$ cat src/include/vga_config.svh
`ifndef VGA_CONFIG_SVH
`define VGA_CONFIG_SVH

////////////////////////////////////////////////////////////////////////////
// Raster timing, 640x480 frame with 400 displayed lines
////////////////////////////////////////////////////////////////////////////
`define H_TOTAL     800      // Cycles per line
`define H_DISP      640      // Active pixels
`define HS_START    656      // HS low from here
`define HS_END      751      // Through here
`define V_TOTAL     525      // Lines per frame
`define V_DISP      400      // Active lines
`define VS_START    490
`define VS_END      491

////////////////////////////////////////////////////////////////////////////
// Row fetch and CRTC defaults
////////////////////////////////////////////////////////////////////////////
`define FETCH_HCNT  648      // Trigger point in hblank
`define ROW_CHARS   80       // Bytes per text row
`define TEXT_BASE   15'h7300 // Text area in main memory
`define LPC_RESET   9        // 10 lines per row
`define CURS_OFF_Y  31       // Parked cursor row
`define PIPE_LAT    2        // Beam position to pins

`endif

$ cat src/hdl/crtc_pkg.sv
package crtc_pkg;

   // Command bytes seen with crtc_adr high
   typedef enum logic [7:0] {
      cmd_reset     = 8'h00,  // Followed by five parameters
      cmd_curs_off  = 8'h80,
      cmd_curs_load = 8'h81   // X then Y
   } crtc_cmd_e;

   typedef logic [2:0] crtc_seq_t;  // Parameter countdown
   typedef logic [3:0] lpc_t;       // Last line index of a row
   typedef logic [6:0] col_t;       // Cell column
   typedef logic [4:0] row_t;       // Character row

endpackage

$ cat src/hdl/raster_pkg.sv
package raster_pkg;

   // Beam counters
   typedef logic [9:0] hcnt_t;
   typedef logic [9:0] vcnt_t;

   // Position inside a character cell
   typedef logic [2:0] pix_t;   // Dot within cell
   typedef logic [3:0] line_t;  // Line within row

   // Main memory address for DMA
   typedef logic [14:0] ram_adr_t;

endpackage

$ cat src/hdl/raster_if.sv
`timescale 1ns/1ps

interface raster_if;
   import crtc_pkg::*;
   import raster_pkg::*;

   col_t  col;       // Current cell column
   pix_t  pix;       // Dot in cell
   line_t line;      // Line in character row
   row_t  row;       // Character row, wraps modulo 32
   logic  disp_en;   // Inside 640x400
   logic  hs;        // Raw syncs, active low
   logic  vs;
   logic  row_go;    // Fetch next row
   logic  frame_go;  // Fetch row 0

   modport src (output col, pix, line, row, disp_en, hs, vs, row_go, frame_go);
   modport dst (input  col, pix, line, row, disp_en, hs, vs, row_go, frame_go);

endinterface

$ cat src/hdl/crt_regs.sv
`timescale 1ns/1ps
`include "vga_config.svh"

module crt_regs (
   input  logic             I_CLK,
   input  logic             I_RST,
   input  logic             crtc_we,
   input  logic             crtc_adr,   // High selects command
   input  logic [7:0]       crtc_data,
   output crtc_pkg::lpc_t   lpc,
   output crtc_pkg::col_t   curs_x,
   output crtc_pkg::row_t   curs_y
);
   import crtc_pkg::*;

   crtc_seq_t seq;   // Parameters still expected, 0 is idle
   crtc_cmd_e cmd;

   assign cmd = crtc_cmd_e'(crtc_data);

   always_ff @(posedge I_CLK or posedge I_RST) begin
      if (I_RST) begin
         seq    <= '0;
         lpc    <= lpc_t'(`LPC_RESET);
         curs_x <= '0;
         curs_y <= '0;
      end else if (crtc_we) begin
         if (crtc_adr) begin
            case (cmd)
               cmd_reset:     seq    <= 3'd5;               // Five params
               cmd_curs_load: seq    <= 3'd7;               // X at 7, Y at 6
               cmd_curs_off:  curs_y <= row_t'(`CURS_OFF_Y); // Off screen
               default: ;
            endcase
         end else begin
            // Third reset parameter
            if (seq == 3'd3) lpc <= crtc_data[3:0];
            if (seq == 3'd7) curs_x <= crtc_data[6:0];
            if (seq == 3'd6) curs_y <= crtc_data[4:0];
            // Cursor load ends after Y
            if (seq != '0) seq <= (seq == 3'd6) ? '0 : seq - 3'd1;
         end
      end
   end

endmodule

$ cat src/hdl/raster_timing.sv
`timescale 1ns/1ps
`include "vga_config.svh"

module raster_timing (
   input  logic            I_CLK,
   input  logic            I_RST,
   input  crtc_pkg::lpc_t  lpc,
   raster_if.src           rif
);
   import raster_pkg::*;

   hcnt_t hcnt;
   vcnt_t vcnt;
   line_t line_cnt;
   logic [4:0] row_cnt;
   logic  h_last;
   logic  v_last;
   logic  fetch_pt;
   vcnt_t next_row_v;   // First line of the following row

   assign h_last   = (hcnt == hcnt_t'(`H_TOTAL - 1));
   assign v_last   = (vcnt == vcnt_t'(`V_TOTAL - 1));
   assign fetch_pt = (hcnt == hcnt_t'(`FETCH_HCNT));

   ////////////////////////////////////////////////////////////////////////////
   // Beam counters
   ////////////////////////////////////////////////////////////////////////////
   always_ff @(posedge I_CLK or posedge I_RST) begin
      if (I_RST) begin
         hcnt <= '0;
         vcnt <= '0;
      end else if (h_last) begin
         hcnt <= '0;
         vcnt <= v_last ? '0 : vcnt + 10'd1;
      end else begin
         hcnt <= hcnt + 10'd1;
      end
   end

   // Line in row and row, stepped at end of each scan line
   always_ff @(posedge I_CLK or posedge I_RST) begin
      if (I_RST) begin
         line_cnt <= '0;
         row_cnt  <= '0;
      end else if (h_last) begin
         if (v_last) begin
            line_cnt <= '0;          // New frame
            row_cnt  <= '0;
         end else if (line_cnt == lpc) begin
            line_cnt <= '0;
            row_cnt  <= row_cnt + 5'd1;  // Wraps modulo 32
         end else begin
            line_cnt <= line_cnt + 4'd1;
         end
      end
   end

   ////////////////////////////////////////////////////////////////////////////
   // Decodes
   ////////////////////////////////////////////////////////////////////////////
   assign next_row_v = vcnt + vcnt_t'(lpc) + 10'd1;

   assign rif.col     = hcnt[9:3];
   assign rif.pix     = hcnt[2:0];
   assign rif.line    = line_cnt;
   assign rif.row     = row_cnt;
   assign rif.disp_en = (hcnt < hcnt_t'(`H_DISP)) && (vcnt < vcnt_t'(`V_DISP));
   assign rif.hs = !((hcnt >= hcnt_t'(`HS_START)) && (hcnt <= hcnt_t'(`HS_END)));
   assign rif.vs = !((vcnt >= vcnt_t'(`VS_START)) && (vcnt <= vcnt_t'(`VS_END)));

   // Row 0 is fetched in vblank, the rest one row ahead
   assign rif.frame_go = fetch_pt && (vcnt == vcnt_t'(`V_DISP));
   assign rif.row_go   = fetch_pt && (line_cnt == '0) &&
                         (next_row_v < vcnt_t'(`V_DISP));

endmodule

$ cat src/hdl/row_fetch.sv
`timescale 1ns/1ps
`include "vga_config.svh"

module row_fetch (
   input  logic                  I_CLK,
   input  logic                  I_RST,
   input  logic                  busack,
   input  logic [7:0]            ram_data,
   raster_if.dst                 rif,
   output raster_pkg::ram_adr_t  ram_adr,
   output logic                  busreq,
   output logic [7:0]            cell_byte
);
   import crtc_pkg::*;

   logic [7:0] row_buf [2][`ROW_CHARS];  // Two banks, one per row parity
   col_t xfer_cnt;    // Bytes taken in this row
   logic wr_bank;     // Bank being filled
   logic accept;      // Byte on ram_data is valid
   logic last_byte;

   assign accept    = busreq & busack;
   assign last_byte = (xfer_cnt == col_t'(`ROW_CHARS - 1));

   ////////////////////////////////////////////////////////////////////////////
   // DMA sequencer
   ////////////////////////////////////////////////////////////////////////////
   always_ff @(posedge I_CLK or posedge I_RST) begin
      if (I_RST) begin
         busreq   <= 1'b0;
         xfer_cnt <= '0;
         wr_bank  <= 1'b0;
         ram_adr  <= `TEXT_BASE;
      end else begin
         if (rif.frame_go) begin
            busreq   <= 1'b1;          // Row 0 into bank 0
            xfer_cnt <= '0;
            wr_bank  <= 1'b0;
            ram_adr  <= `TEXT_BASE;    // Restart at top of text
         end else if (rif.row_go) begin
            busreq   <= 1'b1;
            xfer_cnt <= '0;
            wr_bank  <= ~rif.row[0];   // Opposite of displayed row
         end else if (accept) begin
            ram_adr  <= ram_adr + 15'd1;
            xfer_cnt <= xfer_cnt + 7'd1;
            if (last_byte) busreq <= 1'b0;  // Release bus after 80th byte
         end
         // busack low simply stalls with busreq held
      end
   end

   // Buffer write, address is the transfer count
   always_ff @(posedge I_CLK) begin
      if (accept) begin
         row_buf[wr_bank][xfer_cnt] <= ram_data;
      end
   end

   ////////////////////////////////////////////////////////////////////////////
   // Cell read
   ////////////////////////////////////////////////////////////////////////////
   // Holds past column 79, output is blanked there anyway
   always_ff @(posedge I_CLK) begin
      if (rif.col < col_t'(`ROW_CHARS)) begin
         cell_byte <= row_buf[rif.row[0]][rif.col];
      end
   end

endmodule

$ cat src/hdl/cell_render.sv
`timescale 1ns/1ps
`include "vga_config.svh"

module cell_render (
   input  logic            I_CLK,
   input  logic            I_RST,
   input  logic [7:0]      cell_byte,
   input  crtc_pkg::col_t  curs_x,
   input  crtc_pkg::row_t  curs_y,
   raster_if.dst           rif,
   output logic [3:0]      vga_r,
   output logic [3:0]      vga_g,
   output logic [3:0]      vga_b,
   output logic            vga_hs,
   output logic            vga_vs
);
   import crtc_pkg::*;
   import raster_pkg::*;

   // Beam position delayed to line up with cell_byte
   col_t  col_d;
   row_t  row_d;
   pix_t  pix_d;
   line_t line_d;
   logic  disp_d;

   logic [`PIPE_LAT-1:0] hs_pipe;  // Sync delay to pin
   logic [`PIPE_LAT-1:0] vs_pipe;

   logic dot_sel;
   logic curs_hit;
   logic dot_on;

   always_ff @(posedge I_CLK or posedge I_RST) begin
      if (I_RST) begin
         col_d  <= '0;
         row_d  <= '0;
         pix_d  <= '0;
         line_d <= '0;
         disp_d <= 1'b0;
      end else begin
         col_d  <= rif.col;
         row_d  <= rif.row;
         pix_d  <= rif.pix;
         line_d <= rif.line;
         disp_d <= rif.disp_en;
      end
   end

   ////////////////////////////////////////////////////////////////////////////
   // Semigraphic dot and cursor
   ////////////////////////////////////////////////////////////////////////////
   // Left half takes low nibble, right half high, two lines per bit
   assign dot_sel  = cell_byte[{pix_d[2], line_d[2:1]}];
   assign curs_hit = (col_d == curs_x) && (row_d == curs_y);
   // Lines 8 and up are blank gap, cursor still covers them
   assign dot_on   = ((dot_sel & ~line_d[3]) ^ curs_hit) & disp_d;

   always_ff @(posedge I_CLK or posedge I_RST) begin
      if (I_RST) begin
         vga_r   <= '0;
         vga_g   <= '0;
         vga_b   <= '0;
         hs_pipe <= '1;   // Syncs idle high
         vs_pipe <= '1;
      end else begin
         vga_r   <= {4{dot_on}};  // Mono white
         vga_g   <= {4{dot_on}};
         vga_b   <= {4{dot_on}};
         hs_pipe <= {hs_pipe[`PIPE_LAT-2:0], rif.hs};
         vs_pipe <= {vs_pipe[`PIPE_LAT-2:0], rif.vs};
      end
   end

   assign vga_hs = hs_pipe[`PIPE_LAT-1];
   assign vga_vs = vs_pipe[`PIPE_LAT-1];

endmodule

$ cat src/hdl/vga_text_top.sv
`timescale 1ns/1ps

module vga_text_top (
   input  logic                  I_CLK,
   input  logic                  I_RST,
   input  logic                  crtc_we,
   input  logic                  crtc_adr,
   input  logic [7:0]            crtc_data,
   input  logic                  busack,
   input  logic [7:0]            ram_data,
   output raster_pkg::ram_adr_t  ram_adr,
   output logic                  busreq,
   output logic [3:0]            vga_r,
   output logic [3:0]            vga_g,
   output logic [3:0]            vga_b,
   output logic                  vga_hs,
   output logic                  vga_vs
);
   import crtc_pkg::*;

   lpc_t       lpc;
   col_t       curs_x;
   row_t       curs_y;
   logic [7:0] cell_byte;   // Byte under the beam, one cycle late

   raster_if rif ();

   ////////////////////////////////////////////////////////////////////////////
   // Register file, timing, fetch and pixel path
   ////////////////////////////////////////////////////////////////////////////
   crt_regs regs0 (
      .I_CLK(I_CLK), .I_RST(I_RST),
      .crtc_we(crtc_we), .crtc_adr(crtc_adr), .crtc_data(crtc_data),
      .lpc(lpc), .curs_x(curs_x), .curs_y(curs_y)
   );

   raster_timing timing0 (.I_CLK(I_CLK), .I_RST(I_RST), .lpc(lpc), .rif(rif.src));

   row_fetch fetch0 (
      .I_CLK(I_CLK), .I_RST(I_RST),
      .busack(busack), .ram_data(ram_data), .rif(rif.dst),
      .ram_adr(ram_adr), .busreq(busreq), .cell_byte(cell_byte)
   );

   cell_render render0 (
      .I_CLK(I_CLK), .I_RST(I_RST),
      .cell_byte(cell_byte), .curs_x(curs_x), .curs_y(curs_y), .rif(rif.dst),
      .vga_r(vga_r), .vga_g(vga_g), .vga_b(vga_b), .vga_hs(vga_hs), .vga_vs(vga_vs)
   );

endmodule

$ cat config.mk
export PLATFORM = sky130hd
export DESIGN_NAME = vga_text_top
export DESIGN_NICKNAME = d
export VERILOG_FILES = /design/src/hdl/crtc_pkg.sv /design/src/hdl/raster_pkg.sv /design/src/hdl/raster_if.sv /design/src/hdl/crt_regs.sv /design/src/hdl/raster_timing.sv /design/src/hdl/row_fetch.sv /design/src/hdl/cell_render.sv /design/src/hdl/vga_text_top.sv
export VERILOG_INCLUDE_DIRS = /design/src /design/src/include
export SDC_FILE = /design/constraint.sdc
export NUM_CORES = 1
export LEC_CHECK = 0
export ABC_AREA = 0
export BUFFER_PORTS_ARGS = -buffer_cell sky130_fd_sc_hd__buf_2
export CORE_MARGIN = 8
export CORE_UTILIZATION = 55
export CTS_CLUSTER_DIAMETER = 60
export DETAILED_ROUTE_END_ITERATION = 16
export PLACE_DENSITY_LB_ADDON = 0.12
export RECOVER_POWER = 25
export SLEW_MARGIN = 20
export SYNTH_ARGS = -nofsm -noshare
export SYNTH_HDL_FRONTEND = slang
export SYNTH_SLANG_ARGS = --single-unit
$ cat constraint.sdc
create_clock -name I_CLK -period 3.9 [get_ports I_CLK]
set_clock_uncertainty 0.05 [all_clocks]
set_input_delay 0.39 -clock I_CLK [delete_from_list [all_inputs] [get_ports I_CLK]]
set_output_delay 0.39 -clock I_CLK [all_outputs]
set_load 0.02 [all_outputs]
Yosys cells after proc, flatten, opt, wreduce, memory -nomap -nowiden
Memories as Yosys holds them, arrays and structs flattened.
Cells that the tools add are included.
{"block": "word_totals", "ff_bits": 105, "latchBits": 0, "ramBits": 1280, "mem_bits_ro": 0, "n_memories": 1}
{"name": "fetch0.row_buf", "depth": 2, "width": 640, "rd": 1, "rd_clocked_by_memory_dff": 0, "wr": 1, "line_no": "row_fetch.sv:16", "source": "logic [7:0] row_buf [2][`ROW_CHARS];"}
{"block": "op_classes", "add_sub_neg": 9, "n_mul": 0, "div_mod_pow": 0, "n_lt_le_gt_ge": 12, "n_eq_ne": 16, "n_shift": 0, "muxes": 34, "bitwise": 9, "n_reduce_logical": 27}
{"operator": "two-way mux 640 bit", "count": 1}
{"operator": "binary-select mux 8 bit (select 7 bit)", "count": 1}
{"operator": "demux 8 bit (select 7 bit)", "count": 1}
{"operator": "two-way mux 15 bit", "count": 3}
{"operator": "adder 10 x 1 -> 10 bit, second input constant", "count": 3}
{"operator": "== test 10 bit, second input constant", "count": 3}
{"operator": "two-way mux 5 bit", "count": 5}
{"operator": "two-way mux 8 bit", "count": 3}
{"operator": "two-way mux 7 bit", "count": 3}
{"operator": "less-than comparator 10 x 9 -> 1 bit, second input constant", "count": 2}
{"operator": "two-way mux 10 bit", "count": 2}
{"operator": "== test 8 bit, second input constant", "count": 2}
{"operator": ">= comparator 8 bit, second input constant", "count": 2}
{"operator": "NOT 7 -> 8 bit", "count": 2}
{"operator": "adder 15 x 1 -> 15 bit, second input constant", "count": 1}
{"operator": "AND reduction 3 bit", "count": 4}
{"operator": "adder 10 x 4 -> 10 bit", "count": 1}
{"operator": "== test 10 x 9 -> 1 bit, second input constant", "count": 1}
{"operator": ">= comparator 10 bit, second input constant", "count": 1}
{"operator": ">= comparator 10 x 9 -> 1 bit, second input constant", "count": 1}
{"operator": "<= comparator 10 bit, second input constant", "count": 1}
{"operator": "<= comparator 10 x 9 -> 1 bit, second input constant", "count": 1}
{"operator": "less-than comparator 10 bit, second input constant", "count": 1}
{"operator": "nonzero test 2 bit", "count": 5}
{"operator": "other kinds (30)", "count": 57}

Longest topological paths before layout
{"block": "depth", "ltp_word": 6, "mapped_depth": 12, "mapped_depth_nobuf": 7}

Hierarchy
From an unflattened synthesis, not the netlist that was laid out.
{"block": "unflattened", "cells_unflattened": 2918, "area_unflattened_um2": 55080.3}
{"mod": "row_fetch", "n_inst": 1, "cells_per_inst": 2592, "area_per_inst_um2": 51498.1}
{"mod": "raster_timing", "n_inst": 1, "cells_per_inst": 185, "area_per_inst_um2": 1767.9}
{"mod": "crt_regs", "n_inst": 1, "cells_per_inst": 82, "area_per_inst_um2": 948.4}
{"mod": "cell_render", "n_inst": 1, "cells_per_inst": 59, "area_per_inst_um2": 865.8}

Worst setup path before layout
OpenSTA, ideal clock, no wires.
{"block": "synth_timing", "kind": "register to register", "start": "register timing0.row_cnt[0], in the netlist timing0.rif.row[0]", "end": "register fetch0.cell_byte[6], data pin", "t_arrival_ns": 2.301, "required_time_ns": 3.588, "setup_slack_ns": 1.287, "stages_incl_launch_ff": 8, "path_buffers": 3, "cell_sequence": "dfrtp_1 -> buf_6 -> buf_6 -> buf_2 -> mux4_2 -> mux4_2 -> a311oi_1 -> a21oi_1"}
{"block": "synth_between", "elab_chain_len": 4}
{"element": "start: declaration", "line_no": "raster_timing.sv:15", "source": "logic [4:0] row_cnt;"}
{"element": "start signal: assignment", "line_no": "raster_timing.sv:51", "source": "row_cnt <= row_cnt + 5'd1;"}
{"element": "memory read (2 x 640 bit)"}
{"element": "binary-select mux 8 bit (select 7 bit)", "line_no": "row_fetch.sv:66", "source": "cell_byte <= row_buf[rif.row[0]][rif.col];"}
{"element": "two-way mux 8 bit (implied by the code) (2 in a row)", "line_no": "row_fetch.sv:66"}
{"element": "end signal: assignment", "line_no": "row_fetch.sv:66"}
{"element": "end: declaration", "line_no": "row_fetch.sv:12", "source": "output logic [7:0] cell_byte"}
No other way between the ends. The select of a mux whose other input is x is not followed.
A chain may end at the register's enable or synchronous reset.

Worst setup path in the final report
{"block": "layout_timing", "start": "register timing0.row_cnt[0], in the netlist timing0.rif.row[0]", "end": "register fetch0.cell_byte[5], data pin"}
The elaborated chain is that of the path after synthesis.

==> impl_results.md <==
* Status: complete, but fails checks
* Failing checks: max-capacitance violations, max-slew violations
* Post-Synth Simple-Gate Area at 4.22%
* Share of layout cells above drive strength 1 at between 20% and 30%
* Initial cell density of the core at between 50% and 60%
* Gr usage total at between 20 and 30%
* DP Wirelength at 89.9 mm
* Post-synthesis compound-gate area fraction at 3.20%
* Clk root buf: clkbuf_16
* Yosys top cell area share at between 70% and 80%
* Floorplan row count at ~120
* Final setup viols at 0
* Fin nets at between 3,000 and 4,000
* Most common cell after layout, fill and taps aside: edfxtp_1
* Vias per cell at approximately 6.5
* Worst VDD drop at 0.360 mV
* CTS Buf Count at 145
* Routability cong. at between 0.8 and 0.9
* First-pass DRT Iterations at 5
* Worst r2r dst: fetch0.cell_byte[5]
* Later-pin clock latency in the skew report at 0.75 ns
* CTS tree: done
* Async SR Flop Fraction at 6.80%
* Core Box Area at 99,400 um2
* Proportion of synthesized area in mux cells at between 10% and 20%
* Largest net degree at the start of global routing at 161
* Avg Cell Area, Syn at 19.4 um2
* Register area share after synthesis at 74.9%
* Syn nets at between 2,000 and 3,000
* Final slew viol count at around 690
* Met3 usage at 5.74%
* Count of cell types in the netlist at 70
* Max_cap viols at 9
* M1 GR Usage at between 30% and 40%
* IO Port Bufs at 50
* Startpoint Class: register
* Filler cell count at approximately 6,900
* Arrival @ worst endpoint at between 4 and 5 ns
* Clk slew on worst S/H paths at 0.06 ns
* Worst R2R Start: timing0.rif.row[0]
* Fin Setup TNS at 0 ns
* Met2 track demand over resource at 39.9%
* Area contributors post-synth: edfxtp_1 (71%), mux4_2 (12%), dfrtp_1 (3.8%)
* Vias in the first global route at between 20,000 and 30,000
* Most frequent cells in the layout: edfxtp_1 (1,288), mux4_2 (283), nor2_1 (228)
* Pleak at slightly below 0.02 uW
* Flops & latches, synth at 1,382
* GRT busiest layer: met2
* Largest family of logic cells by synthesized area: multiplexers
* Worst Tran Pin Value at a little over 4 ns
* Hold Path End: regs0.seq[1]
* DRC Markers at 0
* Kind of critical path: register to register
* # IOs at 51
* Postcts setup bufs at 0
* Height of the die at 332 um
* Synth Area in XOR/XNOR at less than 1%
* N_diodes at 0
* Worst-path maximum fanout at 29
* Routed wire length at 143 mm
* Global route overflow at 0
* Vias at roughly 29,000
* Synth Cell Area at 54,800 um2
* R2R Setup Slk at about 0.23 ns
* Die area at 110,000 um2
* Quantity of gates resized following cts at 0
* CTS max path bufs at 3
* Area delta synth->final at 13.5%
* RSZ-0062 raised after global routing: false
* Tmin final at approximately 3.7 ns
* WL/cell at around 32 um
* Initial DRC Count at 3,714
* Final Cell Area at between 60,000 and 70,000 um2
* Clock Sinks at roughly 1,400
* R2R cell count at 7
* Area leader, netlist: edfxtp_1
* Global-route wire length before repair at just over 200 mm
* Post-Synthesis Cells at roughly 2,800
* Synth warn at 0
* H-tree levels at 4
* Main synth FF type: edfxtp_1
* Number of synthesized flops with an enable pin at between 1,000 and 1,500
* Worst min-delay path class: primary input to register
* Min-delay src: crtc_data[7]
* Count of cells along the worst hold path at 5
* Routed Antenna Nets at 0
* Fin. Hold Viols at 0
* Post-synthesis adder-cell area fraction at less than 1%
* Final period util at ~94%
* DP Area at 57,600 um2
* Critical Path RT at 4.33 ns
* Worst slew margin relative to its limit at -168%
* Die W at 332 um
* Crit. Startpoint: timing0.rif.row[0]
* Fmax at about 0.27 GHz
* Cell Pwr Density at 486 nW/um2
* Crit. End Element: register
* Antenna violations before repair at 2
==> state kept, by name, summed over array words and instances (netlist names), 3 cells and up <==
signal and cells:
timing0.rif.row 5, render0.line_d 3, fetch0.xfer_cnt 7, regs0.curs_x 7
timing0.vcnt 10, fetch0.cell_byte 8, render0.row_d 5, fetch0.row_buf 1280
fetch0.ram_adr 15, render0.col_d 7, timing0.hcnt 10, regs0.seq 3
regs0.curs_y 5, timing0.rif.line 4, regs0.lpc 4
==> per-stage QoR <==
| step | worst slack (ns) | hold WS, ns | total power (uW) | utilization [%] | instances |
|---|---|---|---|---|---|
| floorplan | 1.03 | 0.295 | 16900 | - | 2824 |
| global placement | 0.174 | 0.299 | 17200 | 58.0 | 4211 |
| detailed placement | 0.236 | 0.303 | 17300 | 58.0 | 4211 |
| CTS | 0.229 | 0.0547 | 30400 | 62.7 | 4488 |
| global route | 0.151 | 0.106 | 31000 | 62.6 | 4488 |
| finish | 0.232 | 0.110 | 30200 | 62.6 | 4488 |
==> repair_timing <==
| action | in CTS | in global routing |
|---|---|---|
| setup endpoints to repair | 0 | 0 |
| hold buffers | 11 | 0 |
| endpoints found under the hold margin | 52 | 0 |
==> cell families (layout without fill, tap and decap cells) <==
kind of cell	count (synthesis)	after routing
adder cells (fa/ha/maj)	17	17
buffers and inverters	189	555
XOR/XNOR	41	41
AO/OA/AOI/OAI	250	250
flip-flops	1382	1382
AND/OR/NAND/NOR	506	506
multiplexers	439	439
==> worst max-delay path: stages (launching register included) <==
cell and delay [ns]:
dfrtp_4 0.71, buf_12 0.31, mux4_2 0.55, a22oi_1 0.40
a21oi_1 0.24, a2111oi_0 0.82, buf_4 0.22, o32ai_1 0.06
==> per-layer routing <==
metal	up-vias	part of all wire [%]
met4	0	3.3
met2	1486	47
met3	255	9.6
met1	15300	40
li1	12000	-
met5	-	0
==> how the worst max path moves through the flow <==
stage,cells past startpoint,to,slack (ns)
after floorplan,1,fetch0.busreq,1.03
after detailed placement,7,fetch0.cell_byte[5],0.24
after global routing,7,fetch0.cell_byte[5],0.15
after CTS,7,fetch0.cell_byte[5],0.23
final,7,fetch0.cell_byte[5],0.23
after global placement,7,fetch0.cell_byte[5],0.17
==> power breakdown <==
part	switching, uW	internal (uW)
Combinational	400	162
Sequential	89.1	16300
Clock	5620	7630
==> layout make-up <==
cell class              count  area (um2)  share of cell area, %
clock inverters            74         656                   1.05
repair buffers            267        2140                   3.43
flip-flops and latches   1382       41100                   66.0
inverters                  22        85.1                  0.137
multi-input cells        1253       12800                   20.5
well taps                1298        1620                   2.61
clock buffers             192        3910                   6.29
==> Yosys cell counts (all sizes together) (12+ instances only) <==
| library cell | n |
|---|---|
| nor3 | 22 |
| o221ai | 30 |
| ha | 17 |
| nand4 | 14 |
| nor4 | 14 |
| nor2 | 229 |
| and3 | 12 |
| mux2i | 127 |
| buf | 98 |
| xor2 | 31 |
| a21oi | 40 |
| edfxtp | 1288 |
| nand3 | 40 |
| inv | 21 |
| clkbuf | 69 |
| nand2 | 103 |
| mux2 | 20 |
| nand2b | 14 |
| o21ai | 50 |
| a221oi | 17 |
| mux4 | 292 |
| a22oi | 20 |
| dfrtp | 83 |
No activity file was read; power rests on OpenSTA's default activity.
